### src/sw_cfg_pkg.sv
`default_nettype none

package sw_cfg_pkg;

    // sequence limits
    localparam int REF_MAX_LEN  = 16;
    localparam int READ_MAX_LEN = 16;

    localparam int LEN_W      = 5;  // 1-based length, up to 16
    localparam int REF_IDX_W  = 4;  // 0-based column
    localparam int READ_IDX_W = 4;  // 0-based row

    // signed cell score
    localparam int SCORE_W = 10;

    // affine gap scoring
    localparam logic signed [SCORE_W-1:0] MATCH_SCORE    = 10'sd1;
    localparam logic signed [SCORE_W-1:0] MISMATCH_SCORE = -10'sd4;
    localparam logic signed [SCORE_W-1:0] GAP_OPEN       = -10'sd6;
    localparam logic signed [SCORE_W-1:0] GAP_EXTEND     = -10'sd1;

endpackage

`default_nettype wire

### src/sw_types_pkg.sv
`default_nettype none

package sw_types_pkg;

    import sw_cfg_pkg::*;

    typedef logic [1:0] sw_base_t;  // A=0 C=1 G=2 T=3

    typedef logic signed [SCORE_W-1:0] sw_score_t;

    // first base sits in the top pair
    typedef struct packed {
        sw_base_t [REF_MAX_LEN-1:0]  ref_seq;
        sw_base_t [READ_MAX_LEN-1:0] read_seq;
        logic [LEN_W-1:0]            ref_len;
        logic [LEN_W-1:0]            read_len;
    } sw_job_t;

    typedef struct packed {
        logic                 valid;
        sw_base_t             base;
        logic [REF_IDX_W-1:0] col;
    } sw_ref_stream_t;

    typedef struct packed {
        logic                 valid;
        sw_score_t            h;
        sw_score_t            e;  // gap along the reference
        sw_score_t            f;  // gap along the read
        logic [REF_IDX_W-1:0] col;
    } sw_cell_t;

    typedef struct packed {
        sw_score_t             score;
        logic [READ_IDX_W-1:0] row;
        logic [REF_IDX_W-1:0]  col;
    } sw_result_t;

    // index r holds row r
    typedef sw_base_t [READ_MAX_LEN-1:0] sw_read_bases_t;
    typedef sw_cell_t [READ_MAX_LEN-1:0] sw_cells_t;

endpackage

`default_nettype wire

### src/sw_pe.sv
`timescale 1ns/100ps
`default_nettype none

module sw_pe (
    input  wire                         clk,
    input  wire                         rst,
    input  wire                         i_clear,
    input  wire sw_types_pkg::sw_ref_stream_t i_ref,
    input  wire sw_types_pkg::sw_base_t i_read_base,
    input  wire sw_types_pkg::sw_cell_t i_top,
    output sw_types_pkg::sw_ref_stream_t o_ref,
    output sw_types_pkg::sw_cell_t      o_cell
);

    import sw_cfg_pkg::*;
    import sw_types_pkg::*;

    sw_ref_stream_t ref_q;
    sw_cell_t       cell_q;
    sw_cell_t       cell_d;
    sw_score_t      diag_q;     // top H one column back
    sw_score_t      sub_score;
    sw_score_t      e_new;
    sw_score_t      f_new;
    sw_score_t      h_new;

    function automatic sw_score_t max2(input sw_score_t a, input sw_score_t b);
        return (a > b) ? a : b;
    endfunction

    always_comb begin
        sub_score = (i_ref.base == i_read_base) ? MATCH_SCORE : MISMATCH_SCORE;

        // left neighbour is this cell's previous column
        e_new = max2(cell_q.h + GAP_OPEN, cell_q.e + GAP_EXTEND);
        e_new = max2(e_new, '0);
        f_new = max2(i_top.h + GAP_OPEN, i_top.f + GAP_EXTEND);
        f_new = max2(f_new, '0);

        h_new = max2('0, diag_q + sub_score);
        h_new = max2(h_new, max2(e_new, f_new));

        cell_d = cell_q;
        cell_d.valid = 1'b0;    // hold scores when no base passes
        if (i_ref.valid) begin
            cell_d.valid = 1'b1;
            cell_d.h = h_new;
            cell_d.e = e_new;
            cell_d.f = f_new;
            cell_d.col = i_ref.col;
        end
    end

    always_ff @(posedge clk or posedge rst) begin
        if (rst) begin
            ref_q <= '0;
            cell_q <= '0;
            diag_q <= '0;
        end else if (i_clear) begin
            ref_q <= '0;    // also kills a wave left from the last job
            cell_q <= '0;
            diag_q <= '0;
        end else begin
            ref_q <= i_ref;
            cell_q <= cell_d;
            diag_q <= i_top.h;
        end
    end

    assign o_ref = ref_q;
    assign o_cell = cell_q;

endmodule

`default_nettype wire

### src/sw_pe_array.sv
`timescale 1ns/100ps
`default_nettype none

module sw_pe_array (
    input  wire                                 clk,
    input  wire                                 rst,
    input  wire                                 i_clear,
    input  wire sw_types_pkg::sw_ref_stream_t   i_ref,
    input  wire sw_types_pkg::sw_read_bases_t   i_read_bases,
    output sw_types_pkg::sw_cells_t             o_cells
);

    import sw_types_pkg::*;

    // reference leaving each row, one cycle behind its input
    sw_ref_stream_t [$size(sw_cells_t)-1:0] ref_link;

    for (genvar r = 0; r < $size(sw_cells_t); r++) begin : g_row
        sw_ref_stream_t ref_in;
        sw_cell_t       top_in;

        if (r == 0) begin : g_first
            assign ref_in = i_ref;
            assign top_in = '0;     // boundary row above the read
        end else begin : g_chain
            assign ref_in = ref_link[r-1];
            assign top_in = o_cells[r-1];
        end

        sw_pe sw_pe_i (
            .clk         (clk),
            .rst         (rst),
            .i_clear     (i_clear),
            .i_ref       (ref_in),
            .i_read_base (i_read_bases[r]),
            .i_top       (top_in),
            .o_ref       (ref_link[r]),
            .o_cell      (o_cells[r])
        );
    end

endmodule

`default_nettype wire

### src/sw_max_tracker.sv
`timescale 1ns/100ps
`default_nettype none

module sw_max_tracker (
    input  wire                             clk,
    input  wire                             rst,
    input  wire                             i_clear,
    input  wire sw_types_pkg::sw_cells_t    i_cells,
    input  wire                             i_scan,
    input  wire [sw_cfg_pkg::LEN_W-1:0]     i_read_len,
    output logic                            o_scan_done,
    output sw_types_pkg::sw_result_t        o_best
);

    import sw_cfg_pkg::*;
    import sw_types_pkg::*;

    sw_score_t [READ_MAX_LEN-1:0]                 row_h_q;
    sw_score_t [READ_MAX_LEN-1:0]                 row_h_d;
    logic [READ_MAX_LEN-1:0][REF_IDX_W-1:0]       row_col_q;
    logic [READ_MAX_LEN-1:0][REF_IDX_W-1:0]       row_col_d;
    logic [READ_IDX_W-1:0]                        scan_row;
    logic [LEN_W-1:0]                             scan_last;
    sw_result_t                                   best_q;

    // next row maxima, also read by the scan so a cell landing now is seen
    always_comb begin
        row_h_d = row_h_q;
        row_col_d = row_col_q;
        for (int r = 0; r < READ_MAX_LEN; r++) begin
            if (i_cells[r].valid && i_cells[r].h > row_h_q[r]) begin
                row_h_d[r] = i_cells[r].h;
                row_col_d[r] = i_cells[r].col;
            end
        end
    end

    always_ff @(posedge clk) begin
        if (i_clear) begin
            row_h_q <= '0;
            row_col_q <= '0;
        end else begin
            row_h_q <= row_h_d;
            row_col_q <= row_col_d;
        end
    end

    assign scan_last = i_read_len - 1'b1;
    assign o_scan_done = i_scan && ({1'b0, scan_row} == scan_last);

    always_ff @(posedge clk or posedge rst) begin
        if (rst) begin
            best_q <= '0;
            scan_row <= '0;
        end else if (i_clear) begin
            best_q <= '0;   // score 0 at row 0, column 0
            scan_row <= '0;
        end else if (i_scan) begin
            if (row_h_d[scan_row] > best_q.score) begin    // earlier row wins ties
                best_q.score <= row_h_d[scan_row];
                best_q.row <= scan_row;
                best_q.col <= row_col_d[scan_row];
            end
            scan_row <= o_scan_done ? '0 : scan_row + 1'b1;
        end
    end

    assign o_best = best_q;

endmodule

`default_nettype wire

### src/sw_controller.sv
`timescale 1ns/100ps
`default_nettype none

module sw_controller (
    input  wire                             clk,
    input  wire                             rst,
    input  wire                             i_valid,
    input  wire sw_types_pkg::sw_job_t      i_job,
    input  wire                             i_ready,
    input  wire                             i_scan_done,
    output logic                            o_ready,
    output logic                            o_clear,
    output sw_types_pkg::sw_ref_stream_t    o_ref,
    output sw_types_pkg::sw_read_bases_t    o_read_bases,
    output logic [sw_cfg_pkg::LEN_W-1:0]    o_read_len,
    output logic                            o_scan,
    output logic                            o_valid
);

    import sw_cfg_pkg::*;
    import sw_types_pkg::*;

    typedef enum logic [2:0] {
        ST_IDLE,
        ST_LOAD,
        ST_COMPUTE,
        ST_SCAN,
        ST_DONE
    } state_t;

    state_t                     state_q;
    logic [LEN_W:0]             step_q;     // up to ref + read - 2
    logic [LEN_W:0]             last_step;
    sw_base_t [REF_MAX_LEN-1:0] ref_shift;
    sw_read_bases_t             read_q;
    logic [LEN_W-1:0]           ref_len_q;
    logic [LEN_W-1:0]           read_len_q;
    logic                       accept;

    assign accept = (state_q == ST_IDLE) && i_valid;

    // last base reaches the last read row on this step
    assign last_step = {1'b0, ref_len_q} + {1'b0, read_len_q} - 2'd2;

    always_ff @(posedge clk or posedge rst) begin
        if (rst) begin
            state_q <= ST_IDLE;
            step_q <= '0;
        end else begin
            case (state_q)
                ST_IDLE: begin
                    if (accept)
                        state_q <= ST_LOAD;
                end
                ST_LOAD: begin
                    step_q <= '0;
                    state_q <= ST_COMPUTE;
                end
                ST_COMPUTE: begin
                    step_q <= step_q + 1'b1;
                    if (step_q == last_step)
                        state_q <= ST_SCAN;
                end
                ST_SCAN: begin
                    if (i_scan_done)
                        state_q <= ST_DONE;
                end
                ST_DONE: begin
                    if (i_ready)
                        state_q <= ST_IDLE;
                end
                default: state_q <= ST_IDLE;
            endcase
        end
    end

    // job registers and reference shifter
    always_ff @(posedge clk) begin
        if (accept) begin
            ref_shift <= i_job.ref_seq;
            ref_len_q <= i_job.ref_len;
            read_len_q <= i_job.read_len;
            for (int r = 0; r < READ_MAX_LEN; r++)
                read_q[r] <= i_job.read_seq[READ_MAX_LEN-1-r];
        end else if (state_q == ST_COMPUTE) begin
            ref_shift <= {ref_shift[REF_MAX_LEN-2:0], 2'b00};
        end
    end

    always_comb begin
        o_ref.valid = (state_q == ST_COMPUTE) && (step_q < {1'b0, ref_len_q});
        o_ref.base = ref_shift[REF_MAX_LEN-1];
        o_ref.col = step_q[REF_IDX_W-1:0];
    end

    assign o_ready = (state_q == ST_IDLE);
    assign o_clear = (state_q == ST_LOAD);
    assign o_scan = (state_q == ST_SCAN);
    assign o_valid = (state_q == ST_DONE);
    assign o_read_bases = read_q;
    assign o_read_len = read_len_q;

endmodule

`default_nettype wire

### src/sw_top.sv
`timescale 1ns/100ps
`default_nettype none

module sw_top (
    input  wire                         clk,
    input  wire                         rst,
    input  wire                         i_valid,
    input  wire sw_types_pkg::sw_job_t  i_job,
    input  wire                         i_ready,
    output logic                        o_ready,
    output logic                        o_valid,
    output sw_types_pkg::sw_result_t    o_result
);

    import sw_cfg_pkg::*;
    import sw_types_pkg::*;

    logic               clear;
    sw_ref_stream_t     ref_stream;
    sw_read_bases_t     read_bases;
    logic [LEN_W-1:0]   read_len;
    logic               scan;
    logic               scan_done;
    sw_cells_t          cells;

    sw_controller sw_controller_i (
        .clk          (clk),
        .rst          (rst),
        .i_valid      (i_valid),
        .i_job        (i_job),
        .i_ready      (i_ready),
        .i_scan_done  (scan_done),
        .o_ready      (o_ready),
        .o_clear      (clear),
        .o_ref        (ref_stream),
        .o_read_bases (read_bases),
        .o_read_len   (read_len),
        .o_scan       (scan),
        .o_valid      (o_valid)
    );

    sw_pe_array sw_pe_array_i (
        .clk          (clk),
        .rst          (rst),
        .i_clear      (clear),
        .i_ref        (ref_stream),
        .i_read_bases (read_bases),
        .o_cells      (cells)
    );

    sw_max_tracker sw_max_tracker_i (
        .clk          (clk),
        .rst          (rst),
        .i_clear      (clear),
        .i_cells      (cells),
        .i_scan       (scan),
        .i_read_len   (read_len),
        .o_scan_done  (scan_done),
        .o_best       (o_result)    // held until the next load
    );

endmodule

`default_nettype wire

### config.mk
export PLATFORM = sky130hd
export DESIGN_NAME = sw_top
export DESIGN_NICKNAME = d
export VERILOG_FILES = /design/src/sw_cfg_pkg.sv /design/src/sw_types_pkg.sv /design/src/sw_pe.sv /design/src/sw_pe_array.sv /design/src/sw_max_tracker.sv /design/src/sw_controller.sv /design/src/sw_top.sv
export SDC_FILE = /design/constraint.sdc
export NUM_CORES = 2
export LEC_CHECK = 0
export BUFFER_PORTS_ARGS = -buffer_cell sky130_fd_sc_hd__buf_2
export CAP_MARGIN = 20
export CORE_MARGIN = 8
export CORE_UTILIZATION = 60
export DETAILED_ROUTE_END_ITERATION = 10
export PLACE_DENSITY = 0.82
export SLEW_MARGIN = 20
export SYNTH_ARGS = -nofsm -noshare
export SYNTH_HDL_FRONTEND = slang
export SYNTH_SLANG_ARGS = --single-unit
### constraint.sdc
create_clock -name clk -period 28.6 [get_ports clk]
set_input_delay 1.43 -clock clk [delete_from_list [all_inputs] [get_ports clk]]
set_output_delay 1.43 -clock clk [all_outputs]
set_load 0.03 [all_outputs]
==> key figures <==
Critical path
  – CP Depth: 29
  – CP Class: flop to flop
  – WP data arrival: between 10 and 15 ns
  – Critical Path Slowest Stage Cell: o311ai_0
  – Worst-case reg-to-reg path depth: 29
  – CP Capture Type: flop
  – Delay-heaviest family, CP: compound AO/OA/AOI/OAI gates
  – CP max FO: 11
  – Worst path buffer plus inverter count: 1
  – R2R Path End: sw_pe_array_i.g_row[10].sw_pe_i.o_cell[25]
  – CP Launch Type: flop
  – Worst reg-to-reg setup slack: approximately 19 ns
  – Worst r2r src: sw_pe_array_i.g_row[10].sw_pe_i.o_cell[27]
  – Max stage delay on crit path: ~0.85 ns
  – WP data required: between 20 and 30 ns

CTS
  – Worst skew pair latency: between 0.7 and 0.8 ns
  – Num CTS Buffers: approximately 120
  – Post-CTS setup buffer count: 0
  – Root Driver: clkbuf_16
  – CTS max path bufs: 3
  – Hold buffer count at cts: 0
  – Gates resized, CTS repair: 0
  – CTS clk-pin slew, worst paths: ~0.06 ns
  – TritonCTS clock tree: done
  – H-tree depth: 3
  – Num Clock Sinks: between 1,000 and 1,500

Placed design
  – Dpl hpwl: ~170,000 um
  – Port buffer count: 97
  – Gp weighted congestion: roughly 1
  – Placed instance count: around 11,000

Routing
  – Antenna-violating nets left: 0
  – TritonRoute pass-1 iters: 8
  – Total number of vias: about 70,000
  – DR WL met3: 17,400 um
  – DR top layer: met5
  – Met2 Routed Length: 109,000 um
  – Final wirelength: roughly 230,000 um
  – Initial DRC Count: around 6,700
  – WL/cell: about 22 um
  – M1 wire length: around 95,000 um
  – Number of remaining DRC errors: 0
  – Post-DR vias/cell: between 6 and 7

STA
  – Max Slew Vio Count: 0
  – RSZ-0062 raised after global routing: false
  – Final hold vios: 0
  – Slew margin rel.: roughly a fifth
  – Crit share post-route: between 30% and 40%
  – Maximum clock rate: about 100 MHz
  – Setup tns final: 0 ns
  – Setup violators final: 0
  – Worst-Margin Slew: ~1.2 ns
  – Period minus WS final: between 9 and 10 ns
  – Setup skew after layout: 0.0747 ns

Logic synthesis
  – Yosys top cell area share: 25.1%
  – Cell variety after synth: 111
  – Post-synth top area cell: dfrtp_1
  – Synth Flop Type: dfrtp_1
  – Post-synthesis area per instance: 8.96 um^2
  – Largest cells by area after synthesis: dfrtp_1 25%, ha_1 15%, dfxtp_1 5.6%
  – Cells after Synth: 9,011
  – Post-synth EDFFs: 74
  – Top-count cell post-synth: nor2_1
  – Seq/Total Area, Yosys: about a third
  – Ys Warns: 0
  – Flops & latches, synth: 1,109
  – Synth top cells by count: 1,039 x nor2_1, 939 x ha_1, 811 x dfrtp_1
  – Asr flop ratio synth: between 70% and 80%
  – Synthesized cell area: between 0.08 and 0.09 mm^2

Worst hold path
  – Hold depth: 1
  – Hold Path End: sw_pe_array_i.g_row[10].sw_pe_i.o_ref[2]
  – Hold path start: sw_pe_array_i.g_row[9].sw_pe_i.o_ref[2]
  – Min-delay worst type: flop to flop

Die
  – Initial core utilization: a little over 60%
  – Die Y: about 380 um
  – Die area: ~0.15 mm^2
  – Chip width: 383 um
  – Cell Rows: around 130
  – Io pins: 98
  – Core area: ~0.13 mm^2

Finish
  – Multi-input combinational cell area: 0.0502 mm^2
  – Fillers: roughly 11,000
  – Share of cells above drive strength 1: roughly 7.1%
  – Area Overhead vs Synth: 8.25%
  – Storage element area: 0.0270 mm^2
  – Layout net count: between 10,000 and 15,000
  – Fin cells: approximately 11,000

GRT
  – Total GRT Usage: a little under a third
  – Vias in the first global route: between 60,000 and 70,000
  – Initial antenna violation count: 7
  – First-pass GRT wire length: roughly 370,000 um
  – GRT overflow: 0
  – Largest net degree at the start of global routing: between 150 and 200

Job
  – Max-cap violation count: 0

Status
  – Outcome: finished, final reports clean
==> logic make-up (layout without fill, tap and decap cells) <==
family          Yosys count  in the layout  share of synthesized area, %
buf+inv                 993           1062                          4.68
simple gates           2938           2938                          18.1
compound gates         1958           1958                          16.5
mux                     541            541                          6.88
xor+xnor                525            525                          5.71
other cells               2             32                       0.00930
fa+ha+maj               945            945                          14.6
flops                  1109           1109                          33.4
==> sequential cells by signal, summed over array words and instances, names as in the netlist <==
name                                cells
sw_pe_array_i.g_row.sw_pe_i.o_cell    540
sw_max_tracker_i.row_h_q              160
sw_pe_array_i.g_row.sw_pe_i.diag_q    150
sw_pe_array_i.g_row.sw_pe_i.o_ref      90
sw_max_tracker_i.row_col_q             64
sw_controller_i.o_read_bases           32
sw_controller_i.ref_shift              30
sw_max_tracker_i.o_best                18
sw_controller_i.step_q                  6
sw_controller_i.o_read_len              5
sw_controller_i.ref_len_q               5
sw_max_tracker_i.scan_row               4
sw_controller_i.state_q                 3
sw_controller_i.o_ref                   2
==> how the worst max path moves through the flow <==
stage | startpoint | slack [ns] | to
5_1_grt | sw_pe_array_i.g_row[10].sw_pe_i.o_cell[27] | 18.19 | sw_pe_array_i.g_row[10].sw_pe_i.o_cell[25]
3_5_place_dp | sw_pe_array_i.g_row[10].sw_pe_i.o_cell[27] | 18.87 | sw_pe_array_i.g_row[10].sw_pe_i.o_cell[25]
6_report | sw_pe_array_i.g_row[10].sw_pe_i.o_cell[27] | 19.01 | sw_pe_array_i.g_row[10].sw_pe_i.o_cell[25]
4_1_cts | sw_pe_array_i.g_row[10].sw_pe_i.o_cell[27] | 18.85 | sw_pe_array_i.g_row[10].sw_pe_i.o_cell[25]
3_3_place_gp | sw_pe_array_i.g_row[10].sw_pe_i.o_cell[27] | 18.93 | sw_pe_array_i.g_row[10].sw_pe_i.o_cell[30]
2_1_floorplan | rst | 4.39 | sw_controller_i.state_q[0]
==> through the flow <==
step	instance area [um^2]	setup WS [ns]	util [%]	hold slack, ns
after floorplan	80800	4.39	-	0.453
after global placement	83000	18.93	62.2	0.458
after detailed placement	83000	18.87	62.2	0.465
after CTS	87300	18.85	65.4	0.481
after global routing	87400	18.19	65.5	0.497
final	87400	19.01	65.5	0.480
==> layout by cell type (no fill, tap or decap), drive strengths merged, types with 56 or more instances in the layout <==
cell type / n
nor2: 1040
ha: 939
dfrtp: 811
inv: 656
mux2i: 433
nand2: 415
a21oi: 393
o21ai: 356
and2: 346
xnor2: 306
nor3: 261
dfxtp: 224
xor2: 219
buf: 184
nand3: 166
clkbuf: 163
a211oi: 159
nand4: 123
a31oi: 121
a21o: 118
mux2: 108
nor2b: 105
a22o: 99
o22ai: 97
o21a: 93
nand2b: 80
edfxtp: 74
nor4: 73
o31ai: 66
and3: 56
or3: 56
==> routing by layer <==
layer	GRT usage [%]	up-vias
li1	-	32500
met3	4.93	719
met4	15.5	6
met1	39.4	33700
met2	50.9	2856
met5	0	-
==> layout make-up <==
class                           instances  share of cell area [%]
Inverter                              646                    2.78
Multi-Input combinational cell       6937                    57.4
Clock buffer                          163                    3.94
Clock inverter                         69                    1.03
Timing Repair Buffer                  184                    1.36
Sequential cell                      1109                    30.9
Tap cell                             1768                    2.53
Antenna cell                            2                 0.00573
Power is not shown: default switching activity piles up to over one toggle a cycle in this logic, so the estimate is an artifact.
